### src/cache_cfg.svh
`ifndef CACHE_CFG_SVH
`define CACHE_CFG_SVH

// direct-mapped L1 geometry, 16-byte lines
`define L1_SETS  8    // sets per cache
`define INDEX_W  3    // log2 of L1_SETS
`define OFFSET_W 4    // byte within line
`define TAG_W    9    // 16 - INDEX_W - OFFSET_W

`endif

### src/lc3b_types.sv
package lc3b_types;

    // basic LC-3b datapath unit
    typedef logic [15:0] lc3b_word;

    // byte enables, bit 0 = low byte
    typedef logic [1:0] lc3b_mem_wmask;

    typedef logic [7:0] lc3b_byte;

    // one 128-bit cache line
    // words view for the read path, bytes view for masked writes
    // words[n] and bytes[2n+1:2n] overlay the same bits
    typedef union packed {
        lc3b_word [7:0]  words;   // word select = offset[3:1]
        lc3b_byte [15:0] bytes;   // byte select = offset[3:0]
    } lc3b_cacheline;

endpackage : lc3b_types

### src/cache_types.sv
`include "cache_cfg.svh"

package cache_types;

    // address split for the direct-mapped L1, msb first
    typedef struct packed {
        logic [`TAG_W-1:0]    tag;
        logic [`INDEX_W-1:0]  index;
        logic [`OFFSET_W-1:0] offset;   // upper bits pick the word
    } cache_addr_t;

    // current owner of the pmem port
    typedef enum logic [1:0] {
        GNT_NONE,   // idle, free to grant
        GNT_D,      // data side (through eviction buffer)
        GNT_I       // instruction cache
    } grant_t;

endpackage : cache_types

### src/mem_if.sv
`timescale 1ns/1ns

// one request/response memory link
// request held until a one-cycle resp pulse
interface mem_if;

    logic                      read;      // line read request
    logic                      write;     // line write request
    lc3b_types::lc3b_word      address;   // line aligned on the lower links
    lc3b_types::lc3b_cacheline wdata;
    logic                      resp;      // single-cycle completion
    lc3b_types::lc3b_cacheline rdata;     // valid with resp

    modport requester (
        output read, write, address, wdata,
        input  resp, rdata
    );

    modport responder (
        input  read, write, address, wdata,
        output resp, rdata
    );

endinterface : mem_if

### src/l1_cache.sv
`timescale 1ns/1ns
`include "cache_cfg.svh"

// direct-mapped L1, one line per set
// WRITABLE=1 gives write-back with byte enables
// WRITABLE=0 is read only and never evicts
module l1_cache #(
    parameter bit WRITABLE = 1'b1
) (
    input  logic                      clk,
    input  logic                      i_rst_n,

    // core side, word granular
    input  logic                      i_mem_read,
    input  logic                      i_mem_write,
    input  lc3b_types::lc3b_mem_wmask i_mem_byte_enable,
    input  lc3b_types::lc3b_word      i_mem_address,
    input  lc3b_types::lc3b_word      i_mem_wdata,
    output logic                      o_mem_resp,
    output lc3b_types::lc3b_word      o_mem_rdata,

    // line side toward buffer or arbiter
    mem_if.requester                  lower
);

    typedef enum logic [1:0] {
        S_IDLE,        // lookup, hits served here
        S_WRITEBACK,   // dirty victim out
        S_FILL         // new line in, then replay
    } state_t;

    state_t state;

    // per-set arrays
    logic [`TAG_W-1:0]         tag_arr  [`L1_SETS];
    lc3b_types::lc3b_cacheline data_arr [`L1_SETS];
    logic [`L1_SETS-1:0]       valid_arr;
    logic [`L1_SETS-1:0]       dirty_arr;

    cache_types::cache_addr_t  addr;          // core address, split
    cache_types::cache_addr_t  victim_addr;   // line being written back
    cache_types::cache_addr_t  fill_addr;     // line being fetched
    logic [`INDEX_W-1:0]       idx;
    logic [`OFFSET_W-2:0]      word_sel;      // word within line
    logic                      wr_req;
    logic                      req;
    logic                      hit;
    logic                      accept;        // hit served this cycle
    lc3b_types::lc3b_cacheline cur_line;
    lc3b_types::lc3b_cacheline wr_line;       // cur_line with bytes merged

    assign addr     = i_mem_address;
    assign idx      = addr.index;
    assign word_sel = addr.offset[`OFFSET_W-1:1];   // drop byte bit
    assign wr_req   = WRITABLE && i_mem_write;      // tied off for the i-cache
    assign req      = i_mem_read || wr_req;
    assign cur_line = data_arr[idx];
    assign hit      = valid_arr[idx] && (tag_arr[idx] == addr.tag);

    // o_mem_resp high means the held request was just answered, skip it
    assign accept = (state == S_IDLE) && req && hit && !o_mem_resp;

    // byte merge through the bytes view
    always_comb begin
        wr_line = cur_line;
        if (i_mem_byte_enable[0]) begin
            wr_line.bytes[{word_sel, 1'b0}] = i_mem_wdata[7:0];    // low byte
        end
        if (i_mem_byte_enable[1]) begin
            wr_line.bytes[{word_sel, 1'b1}] = i_mem_wdata[15:8];   // high byte
        end
    end

    // line addresses for the lower link
    always_comb begin
        victim_addr        = addr;
        victim_addr.tag    = tag_arr[idx];   // stored tag, same set
        victim_addr.offset = '0;
        fill_addr          = addr;
        fill_addr.offset   = '0;
    end

    // control state
    always_ff @(posedge clk or negedge i_rst_n) begin
        if (!i_rst_n) begin
            state      <= S_IDLE;
            o_mem_resp <= 1'b0;
            valid_arr  <= '0;
            dirty_arr  <= '0;
        end else begin
            o_mem_resp <= accept;   // fixed hit latency of 1
            case (state)
                S_IDLE: begin
                    if (accept && wr_req) begin
                        dirty_arr[idx] <= 1'b1;
                    end else if (req && !hit && !o_mem_resp) begin
                        // clean or invalid victim goes straight to fill
                        if (valid_arr[idx] && dirty_arr[idx]) begin
                            state <= S_WRITEBACK;
                        end else begin
                            state <= S_FILL;
                        end
                    end
                end
                S_WRITEBACK: begin
                    if (lower.resp) state <= S_FILL;   // victim taken
                end
                S_FILL: begin
                    if (lower.resp) begin
                        state          <= S_IDLE;   // replay hits next
                        valid_arr[idx] <= 1'b1;
                        dirty_arr[idx] <= 1'b0;
                    end
                end
                default: state <= S_IDLE;
            endcase
        end
    end

    // data, tags and read word
    always_ff @(posedge clk) begin
        if (accept) begin
            o_mem_rdata <= cur_line.words[word_sel];
        end
        if (accept && wr_req) begin
            data_arr[idx] <= wr_line;
        end
        if ((state == S_FILL) && lower.resp) begin
            data_arr[idx] <= lower.rdata;
            tag_arr[idx]  <= addr.tag;
        end
    end

    // requests held by state until resp
    assign lower.read    = (state == S_FILL);
    assign lower.write   = WRITABLE && (state == S_WRITEBACK);
    assign lower.address = (state == S_WRITEBACK) ? victim_addr : fill_addr;
    assign lower.wdata   = cur_line;   // victim line, index held by core

endmodule : l1_cache

### src/eviction_buffer.sv
`timescale 1ns/1ns
`include "cache_cfg.svh"

// one-line write buffer under the d-cache
// write-backs complete at once, drained when the lower link is free
// reads go first, a read of the held line is served locally
module eviction_buffer (
    input  logic     clk,
    input  logic     i_rst_n,
    mem_if.responder upper,   // from d-cache
    mem_if.requester lower    // to arbiter
);

    typedef enum logic [1:0] {
        L_IDLE,    // lower link free
        L_READ,    // forwarded read in flight
        L_DRAIN    // buffered line going out
    } lo_state_t;

    lo_state_t                 lo_state;
    logic                      full;       // buffer holds a line
    lc3b_types::lc3b_word      buf_addr;
    lc3b_types::lc3b_cacheline buf_line;
    logic                      rd_hit;     // read of the buffered line
    logic                      wr_accept;
    logic                      hit_accept;

    assign rd_hit = full && upper.read &&
                    (upper.address[15:`OFFSET_W] == buf_addr[15:`OFFSET_W]);

    // upper.resp high marks the answered cycle of a held request
    assign wr_accept  = upper.write && !full && !upper.resp;
    assign hit_accept = rd_hit && !upper.resp && (lo_state != L_READ);

    always_ff @(posedge clk or negedge i_rst_n) begin
        if (!i_rst_n) begin
            lo_state   <= L_IDLE;
            full       <= 1'b0;
            upper.resp <= 1'b0;
        end else begin
            upper.resp <= wr_accept || hit_accept;
            if (wr_accept) full <= 1'b1;   // full write waits for the drain
            case (lo_state)
                L_IDLE: begin
                    if (upper.read && !upper.resp && !rd_hit) begin
                        lo_state <= L_READ;    // reads ahead of drain
                    end else if (full) begin
                        lo_state <= L_DRAIN;
                    end
                end
                L_READ: begin
                    if (lower.resp) begin
                        lo_state   <= L_IDLE;
                        upper.resp <= 1'b1;   // pass completion up
                    end
                end
                L_DRAIN: begin
                    if (lower.resp) begin
                        lo_state <= L_IDLE;
                        full     <= 1'b0;     // memory now current
                    end
                end
                default: lo_state <= L_IDLE;
            endcase
        end
    end

    // line storage and returned data
    always_ff @(posedge clk) begin
        if (wr_accept) begin
            buf_addr <= upper.address;
            buf_line <= upper.wdata;
        end
        if (hit_accept) begin
            upper.rdata <= buf_line;          // forwarded from buffer
        end else if ((lo_state == L_READ) && lower.resp) begin
            upper.rdata <= lower.rdata;
        end
    end

    assign lower.read    = (lo_state == L_READ);
    assign lower.write   = (lo_state == L_DRAIN);
    assign lower.address = (lo_state == L_READ) ? upper.address : buf_addr;
    assign lower.wdata   = buf_line;

endmodule : eviction_buffer

### src/arbiter.sv
`timescale 1ns/1ns

// fixed priority, data side first
// registered grant, registered pmem request and registered resp
module arbiter (
    input  logic                      clk,
    input  logic                      i_rst_n,
    mem_if.responder                  d_port,
    mem_if.responder                  i_port,

    output logic                      o_pmem_read,
    output logic                      o_pmem_write,
    output lc3b_types::lc3b_word      o_pmem_address,
    output lc3b_types::lc3b_cacheline o_pmem_wdata,
    input  logic                      i_pmem_resp,
    input  lc3b_types::lc3b_cacheline i_pmem_rdata
);

    cache_types::grant_t grant;
    logic                d_req;
    logic                i_req;

    // masked on the resp cycle, request still up then
    assign d_req = (d_port.read || d_port.write) && !d_port.resp;
    assign i_req = (i_port.read || i_port.write) && !i_port.resp;

    always_ff @(posedge clk or negedge i_rst_n) begin
        if (!i_rst_n) begin
            grant        <= cache_types::GNT_NONE;
            o_pmem_read  <= 1'b0;
            o_pmem_write <= 1'b0;
            d_port.resp  <= 1'b0;
            i_port.resp  <= 1'b0;
        end else begin
            d_port.resp <= (grant == cache_types::GNT_D) && i_pmem_resp;   // steered
            i_port.resp <= (grant == cache_types::GNT_I) && i_pmem_resp;
            case (grant)
                cache_types::GNT_NONE: begin
                    o_pmem_read  <= 1'b0;
                    o_pmem_write <= 1'b0;
                    if (d_req) begin
                        grant <= cache_types::GNT_D;
                    end else if (i_req) begin
                        grant <= cache_types::GNT_I;
                    end
                end
                cache_types::GNT_D: begin
                    if (i_pmem_resp) begin
                        grant        <= cache_types::GNT_NONE;   // release
                        o_pmem_read  <= 1'b0;
                        o_pmem_write <= 1'b0;
                    end else begin
                        o_pmem_read  <= d_port.read;
                        o_pmem_write <= d_port.write;
                    end
                end
                cache_types::GNT_I: begin
                    if (i_pmem_resp) begin
                        grant        <= cache_types::GNT_NONE;
                        o_pmem_read  <= 1'b0;
                        o_pmem_write <= 1'b0;
                    end else begin
                        o_pmem_read  <= i_port.read;
                        o_pmem_write <= i_port.write;
                    end
                end
                default: grant <= cache_types::GNT_NONE;
            endcase
        end
    end

    // payload copies, owner holds them stable
    always_ff @(posedge clk) begin
        if (grant == cache_types::GNT_D) begin
            o_pmem_address <= d_port.address;
            o_pmem_wdata   <= d_port.wdata;
        end else if (grant == cache_types::GNT_I) begin
            o_pmem_address <= i_port.address;
            o_pmem_wdata   <= i_port.wdata;
        end
        if (i_pmem_resp && (grant == cache_types::GNT_D)) d_port.rdata <= i_pmem_rdata;
        if (i_pmem_resp && (grant == cache_types::GNT_I)) i_port.rdata <= i_pmem_rdata;
    end

endmodule : arbiter

### src/mem_hier.sv
`timescale 1ns/1ns

// L1 I and D caches, eviction buffer and arbiter onto one pmem port
module mem_hier (
    input  logic                      clk,
    input  logic                      i_rst_n,

    // instruction fetch
    input  logic                      i_imem_read,
    input  lc3b_types::lc3b_word      i_imem_address,
    output logic                      o_imem_resp,
    output lc3b_types::lc3b_word      o_imem_rdata,

    // data access
    input  logic                      i_dmem_read,
    input  logic                      i_dmem_write,
    input  lc3b_types::lc3b_mem_wmask i_dmem_byte_enable,
    input  lc3b_types::lc3b_word      i_dmem_address,
    input  lc3b_types::lc3b_word      i_dmem_wdata,
    output logic                      o_dmem_resp,
    output lc3b_types::lc3b_word      o_dmem_rdata,

    // physical memory
    output logic                      o_pmem_read,
    output logic                      o_pmem_write,
    output lc3b_types::lc3b_word      o_pmem_address,
    output lc3b_types::lc3b_cacheline o_pmem_wdata,
    input  logic                      i_pmem_resp,
    input  lc3b_types::lc3b_cacheline i_pmem_rdata
);

    mem_if imem_link ();    // i-cache to arbiter
    mem_if dmem_link ();    // d-cache to buffer
    mem_if evict_link ();   // buffer to arbiter

    // read only, write side tied off
    l1_cache #(.WRITABLE(1'b0)) i_cache (
        .clk, .i_rst_n,
        .i_mem_read(i_imem_read), .i_mem_write(1'b0),
        .i_mem_byte_enable(2'b11), .i_mem_address(i_imem_address),
        .i_mem_wdata(16'h0000),
        .o_mem_resp(o_imem_resp), .o_mem_rdata(o_imem_rdata),
        .lower(imem_link.requester)
    );

    l1_cache #(.WRITABLE(1'b1)) d_cache (
        .clk, .i_rst_n,
        .i_mem_read(i_dmem_read), .i_mem_write(i_dmem_write),
        .i_mem_byte_enable(i_dmem_byte_enable), .i_mem_address(i_dmem_address),
        .i_mem_wdata(i_dmem_wdata),
        .o_mem_resp(o_dmem_resp), .o_mem_rdata(o_dmem_rdata),
        .lower(dmem_link.requester)
    );

    eviction_buffer eviction_buffer_inst (
        .clk, .i_rst_n,
        .upper(dmem_link.responder),
        .lower(evict_link.requester)
    );

    arbiter arbiter_inst (
        .clk, .i_rst_n,
        .d_port(evict_link.responder),   // wins ties
        .i_port(imem_link.responder),
        .o_pmem_read, .o_pmem_write, .o_pmem_address, .o_pmem_wdata,
        .i_pmem_resp, .i_pmem_rdata
    );

endmodule : mem_hier

### config.mk
export PLATFORM = sky130hd
export DESIGN_NAME = mem_hier
export DESIGN_NICKNAME = d
export VERILOG_FILES = /design/src/lc3b_types.sv /design/src/cache_types.sv /design/src/mem_if.sv /design/src/l1_cache.sv /design/src/eviction_buffer.sv /design/src/arbiter.sv /design/src/mem_hier.sv
export VERILOG_INCLUDE_DIRS = /design/src
export SDC_FILE = /design/constraint.sdc
export NUM_CORES = 2
export LEC_CHECK = 0
export ABC_AREA = 1
export BUFFER_PORTS_ARGS = -buffer_cell sky130_fd_sc_hd__buf_2
export CAP_MARGIN = 30
export CELL_PAD_IN_SITES_DETAIL_PLACEMENT = 0
export CELL_PAD_IN_SITES_GLOBAL_PLACEMENT = 1
export CORE_MARGIN = 2
export CORE_UTILIZATION = 52
export DETAILED_ROUTE_END_ITERATION = 8
export GPL_TIMING_DRIVEN = 1
export PLACE_DENSITY_LB_ADDON = 0.1
export SLEW_MARGIN = 0
export SYNTH_ARGS = -nofsm -noshare
export SYNTH_HDL_FRONTEND = slang
export SYNTH_SLANG_ARGS = --single-unit
### constraint.sdc
create_clock -name clk -period 10.6 [get_ports clk]
set_input_delay 0.53 -clock clk [delete_from_list [all_inputs] [get_ports clk]]
set_output_delay 0.53 -clock clk [all_outputs]
set_load 0.01 [all_outputs]
# --- Word level (Yosys, flattened, before mapping) ---
# Memory sizes are Yosys's and may differ from the RTL's.
# Cells that the tools add are included.
# W data, S select, Z words.
totals:
  register_bits: 752
  mem_bits_rw: 2192
  input_bits: 184
  memories: 4
classes:
  n_lt_le_gt_ge: 10
  n_eq_ne: 24
  muxes: 72
  bitwise_logic: 8
  n_reduce_logical: 65
memory_table:
  columns: ["name", "words", "word_bits", "rd", "rd_ports_with_merged_regs", "wr", "line", "rtl"]
  rows:
  - ["d_cache.data_arr", 8, 128, 1, 0, 1, "l1_cache.sv:36", "lc3b_types::lc3b_cacheline data_arr [`L1_SETS];"]
  - ["i_cache.data_arr", 8, 128, 1, 0, 1, "l1_cache.sv:36", null]
  - ["d_cache.tag_arr", 8, 9, 1, 0, 1, "l1_cache.sv:35", "logic [`TAG_W-1:0] tag_arr [`L1_SETS];"]
  - ["i_cache.tag_arr", 8, 9, 1, 0, 1, "l1_cache.sv:35", null]
op_table:
  columns: ["op", "n"]
  rows:
  - ["$mux W128", 7]
  - ["$bwmux W128", 2]
  - ["$mux W16", 7]
  - ["$bmux W16 S3", 2]
  - ["$demux W8 S3", 2]
  - ["$logic_and A1 B1 Y1", 34]
  - ["$mux W8", 4]
  - ["$mux W2", 15]
  - ["$or A8 B8 Y8", 3]
  - ["$mux W1", 20]
  - ["$eq A9 B9 Y1", 2]
  - ["$and A8 B8 Y8", 2]
  - ["$lt A3 B4 Y1 const B", 4]
  - ["$not A8 Y8", 2]
  - ["$pmux W8 S2", 1]
  - ["$ne A2 B2 Y1 const B", 7]
  - ["$bmux W1 S3", 4]
  - ["$eq A12 B12 Y1", 1]
  - ["$pmux W2 S3", 2]
  - ["$lt A4 B5 Y1 const B", 2]
  - ["$logic_not A1 Y1", 9]
  - ["$eq A2 B1 Y1 const B", 4]
  - ["$eq A2 B2 Y1 const B", 4]
  - ["$ge A4 B1 Y1 const B", 2]
  - ["other kinds (16)", 37]

# --- Depth between registers and ports, before layout ---
depth:
  depth_word: 9
  ltp_mapped: 19
  ltp_nobuf: 17

# --- Cells and area by module ---
# From an unflattened synthesis, not the netlist that was laid out.
hier_totals:
  hier_cells: 8387
  area_unflattened_um2: 113841.7
modules_own_cells:
  columns: ["mod", "n_inst", "cells_per_inst", "area_per_inst_um2", "seq_area_each_um2"]
  rows:
  - ["l1_cache (d_cache)", 1, 3458, 45044.5, 33867.5]
  - ["l1_cache (i_cache)", 1, 3163, 43591.8, 33867.5]
  - ["arbiter", 1, 911, 14258.7, 12161.7]
  - ["eviction_buffer", 1, 853, 10939.2, 8267.9]
  - ["mem_hier", 1, 2, 7.5, 0.0]

# --- Worst setup path before layout ---
# OpenSTA, ideal clock, no wires.
synth_path:
  path_kind: "in2reg"
  startpoint: "in i_imem_address[5]"
  endpoint: "reg i_cache.valid_arr[1]"
  setup_time_ns: 0.102
  arrival_ns: 7.471
  path_slack_ns: 3.027
  stages: 6
  path_cell_list: "buf_2 nor2_1 nand2_1 clkbuf_1 nor2_1 or2_2"
synth_via:
  elab_chain_len: 5
  elab_cells_between_ends: 6
synth_rtl:
  columns: ["item", "line", "rtl"]
  rows:
  - ["from (decl)", "mem_hier.sv:10", "input lc3b_types::lc3b_word i_imem_address,"]
  - ["$lt A3 B4 Y1 (not written as such) or $ge A3 B1 Y1 (tied branches)", null, null]
  - ["$logic_and A1 B1 Y1", null, null]
  - ["$mux W1", null, null]
  - ["$demux W1 S3 *", null, null]
  - ["$or A8 B8 Y8 (no source line) *", null, null]
  - ["to (signal assigned)", "l1_cache.sv:88", "valid_arr <= '0;"]
  - ["to (signal, indexed assignment)", "l1_cache.sv:111", "valid_arr[idx] <= 1'b1;"]
  - ["to (decl)", "l1_cache.sv:37", "logic [`L1_SETS-1:0] valid_arr;"]
# Mark *: on every way between the ends. The rest lies on a longest branch, timed or not.
# A chain may end at the register's enable or synchronous reset.

# --- Final worst setup path ---
layout_path:
  startpoint: "reg d_cache.state[0]"
  endpoint: "reg eviction_buffer_inst.upper.rdata[65] (enable)"
layout_via:
  elab_chain_len: 7
  elab_cells_between_ends: 9
layout_rtl:
  columns: ["item", "line", "rtl"]
  rows:
  - ["from (decl)", "l1_cache.sv:32", "state_t state;"]
  - ["from (signal assigned)", "l1_cache.sv:86", "state <= S_IDLE;"]
  - ["from (signal assigned)", "l1_cache.sv:99", "state <= S_WRITEBACK;"]
  - ["from (signal assigned)", "l1_cache.sv:101", "state <= S_FILL;"]
  - ["$eq A2 B1 Y1", "l1_cache.sv:137", "assign lower.address = (state == S_WRITEBACK) ? victim_addr : fill_addr;"]
  - ["$mux W16", "l1_cache.sv:137", null]
  - ["named net d_cache.lower.address[11]", "mem_if.sv:15", "output read, write, address, wdata,"]
  - ["$eq A12 B12 Y1", "eviction_buffer.sv:29", "(upper.address[15:`OFFSET_W] == buf_addr[15:`OFFSET_W]);"]
  - ["$logic_and A1 B1 Y1", "eviction_buffer.sv:28", "assign rd_hit = full && upper.read &&"]
  - ["$logic_and A1 B1 Y1 (2 in a row)", "eviction_buffer.sv:33", "assign hit_accept = rd_hit && !upper.resp && (lo_state != L_READ);"]
  - ["$reduce_bool A2 Y1 (no source line)", null, null]
  - ["to (decl)", "mem_if.sv:21", "output resp, rdata"]
# The timed path passes the listed nets, and every way through them passes these cells.

==> metrics <==
status complete, no violations; slowest cell on the critical path nor2_1; Fin Hold WS 0.0585 ns; final setup fails 0; global-route usage over all layers roughly a third; setup TNS 0 ns; Place WS 4.51 ns; Layout Nets 8,748; multi-input logic area 21,100 sq um; clock-pin slew on the worst setup and hold paths 0.06 ns; dpl hpwl 235,000 um; CORE AREA 215,000 sq um; final setup margin 5.12 ns; Die ar. 220,000 sq um; CP Data Arrival Time 6.04 ns; first-pass GRT wire length 509,000 um; slew of the pin with the lowest slew margin approximately 1.5 ns; pwr/cell area 216 nW/um^2; crit share post-route 51.7%; leakage between 40 and 50 nW; Peak VDD IR 0.199 mV; Core Util, Final 60.0%; area leader, netlist edfxtp_1; CP cell instances inv_1 > nor2_1 > inv_1 > o21ai_2 > inv_2 > nand2_1 > nand2_1 > nor2_1 > nand2_1 > nor2_4 > buf_4 > nand3_4 > nand2_4 > buf_4; initial antenna violation count 54; routed length per instance 31.8 um; DRT antenna net count 0; Max-Cap Viols 0; startpoint types register; drt first pass iters 6; via/cell ratio 6.20; Crit Path Class register to register; synth cell count leaders 2,888 x edfxtp_1, 2,120 x nand2_1, 435 x inv_1; Post-synth ARST share under 10%; Yosys reg bits a little under 3k; element type at the critical path end register; Port Buf Inserts 357; FILL cells 16.6k; Die X 469 um; via count 72.1k; cell row count between 150 and 200; Data required, critical path roughly 11 ns; initial core utilization about 52%; number of global-route vias before repair 65.8k; Hold Crit Class input port to register; FMAX 182 MHz; Design Area, Final ~130,000 sq um; final hold vios 0; share of layout cells above drive strength 1 a little under an eighth; synth top area cells edfxtp_1 77%, nand2_1 7.1%, a221oi_1 1.8%; fin crit period 5.48 ns; initial drt markers 11.5k; WL final 370,000 um; # DRC 0; P&R area growth vs syn 14.6%; largest net degree at the start of global routing 157; Clk Latency, worst-skew pair 0.97 ns; Slew HR 1.54%; clock root buffer clkbuf_16; total CTS buffers 311; Gate Count Post-Synth about 8.0k; Top cell by count, worst path nand2_1; worst-case clock buffer depth 4; Avg Cell Area, Syn between 10 and 15 sq um; Storage cell area slightly below 90,000 sq um; Yosys cell types 47; Final GP Congestion 0.904; top-count cell post-synth edfxtp_1; IO Count ~360; die span in y roughly 470 um; Slew Viols, Final 0; Mapped Area 112,000 sq um; Placed Area approximately 120,000 sq um; clock skew 0.0681 ns; H-tree levels 5; sequential area share after synthesis 78.3%; CTS resizes 0; EDFF count, synth 2,888; CTS tree done; R2R Setup Slk approximately 5 ns; Most used DFF post-synth edfxtp_1; top cell type's share of synthesized area about 77%; Synth warnings 0; CP Max Fanout 58; CP max stage delay a little under 0.7 ns; CTS Sinks 2,936; setup bufs post-CTS 0; RSZ-0062 raised after global routing no; global route total overflow 0
## stage by stage
| stage | total power [mW] | std cells |
|---|---|---|
| after floorplan | 15.8 | 7984 |
| after global routing | 28.5 | 11600 |
| after detailed placement | 17.5 | 10900 |
| after global placement | 17.4 | 10900 |
| after CTS | 27.8 | 11600 |
| final | 27.8 | 11600 |
## final timing paths
| check | startpoint | endpoint | cells past startpoint |
|---|---|---|---|
| max | d_cache.state[0] | eviction_buffer_inst.upper.rdata[65] | 14 |
| min | i_dmem_address[5] | eviction_buffer_inst.buf_addr[5] | 1 |
| max reg2reg | d_cache.state[0] | eviction_buffer_inst.upper.rdata[65] | 14 |
| min reg2reg | i_cache.valid_arr[6] | i_cache.valid_arr[6] | 2 |
| max in group asynchronous | i_rst_n | asynchronous set/reset pin | 3 |
| min in group asynchronous | i_rst_n | i_cache.dirty_arr[1] | 3 |
## cell type report
cell class / count / share of cell area [%]
tap: 2838 / 2.76
clock inverter: 142 / 0.980
clock buffer: 390 / 6.39
antenna: 21 / 0.0408
multi-input combinational: 4190 / 16.4
timing repair buffer: 663 / 3.69
inverter: 455 / 1.40
sequential: 2936 / 68.3
## report_power, final
group	leakage, nW	total [mW]	switching, mW	internal [mW]
Clock	4.64	10.4	4.38	6.03
Combinational	13.9	3.04	2.33	0.709
Sequential	26.8	14.3	0.473	13.9
## worst max-delay path, delay by kind of cell (launching register included)
kind                   cells  cell delay, ns
AND/OR/NAND/NOR            8            2.39
flip-flops                 1            0.38
buffers and inverters      5            1.73
AO/OA/AOI/OAI              1            0.44
## kinds of logic after synthesis
kind of cell / count (synthesis) / share of synthesized area [%]
XOR/XNOR: 8 / 0.0624
flip-flops: 2936 / 78.3
AND/OR/NAND/NOR: 2917 / 10.7
AO/OA/AOI/OAI: 1254 / 7.74
adder cells (fa/ha/maj): 7 / 0.0780
other: 1 / 0.00334
buffers and inverters: 858 / 3.12
## routing by layer
| metal | global-route usage (%) | share of wire, % |
|---|---|---|
| met5 | 0 | 0.033 |
| met4 | 12.7 | 4.1 |
| met3 | 7.20 | 12 |
| met2 | 46.7 | 43 |
| met1 | 50.9 | 41 |
## cell usage in the layout, fill, tap and decap left out, types with 13 or more instances in the layout
| master | n |
|---|---|
| o22ai_1 | 15 |
| inv_6 | 21 |
| a41oi_1 | 21 |
| o21ai_0 | 366 |
| buf_2 | 361 |
| a22o_1 | 181 |
| buf_12 | 19 |
| o2bb2ai_1 | 13 |
| a22oi_1 | 207 |
| clkbuf_16 | 317 |
| a31oi_1 | 14 |
| diode_2 | 21 |
| or2_2 | 16 |
| bufinv_16 | 23 |
| o211ai_1 | 27 |
| a221oi_1 | 231 |
| nand2_1 | 2119 |
| nand4_1 | 292 |
| nor2_1 | 275 |
| nand3_1 | 144 |
| and3_1 | 23 |
| inv_1 | 420 |
| dfrtp_1 | 48 |
| inv_2 | 13 |
| dlygate4sd3_1 | 149 |
| clkbuf_1 | 71 |
| edfxtp_1 | 2888 |
| clkinv_1 | 58 |
| buf_4 | 121 |
| nor2_4 | 20 |
| clkinv_2 | 47 |
| a21oi_1 | 146 |
## state kept, by name (all words and copies together), names as in the netlist, 8 cells and up, named ones only
signal	count
eviction_buffer_inst.lower.wdata	128
arbiter_inst.i_port.rdata	128
i_cache.data_arr	1024
i_cache.o_mem_rdata	16
i_cache.valid_arr	8
d_cache.data_arr	1024
d_cache.tag_arr	72
eviction_buffer_inst.upper.rdata	128
arbiter_inst.o_pmem_wdata	128
arbiter_inst.o_pmem_address	12
i_cache.tag_arr	72
i_cache.dirty_arr	8
d_cache.o_mem_rdata	16
d_cache.valid_arr	8
eviction_buffer_inst.buf_addr	12
arbiter_inst.d_port.rdata	128
## what timing repair did
item	4_1_cts	5_1_grt
hold buffers	149	0
endpoints found under the setup margin	0	0
endpoints found under the hold margin	449	0
Power figures use the tool's default switching activity.
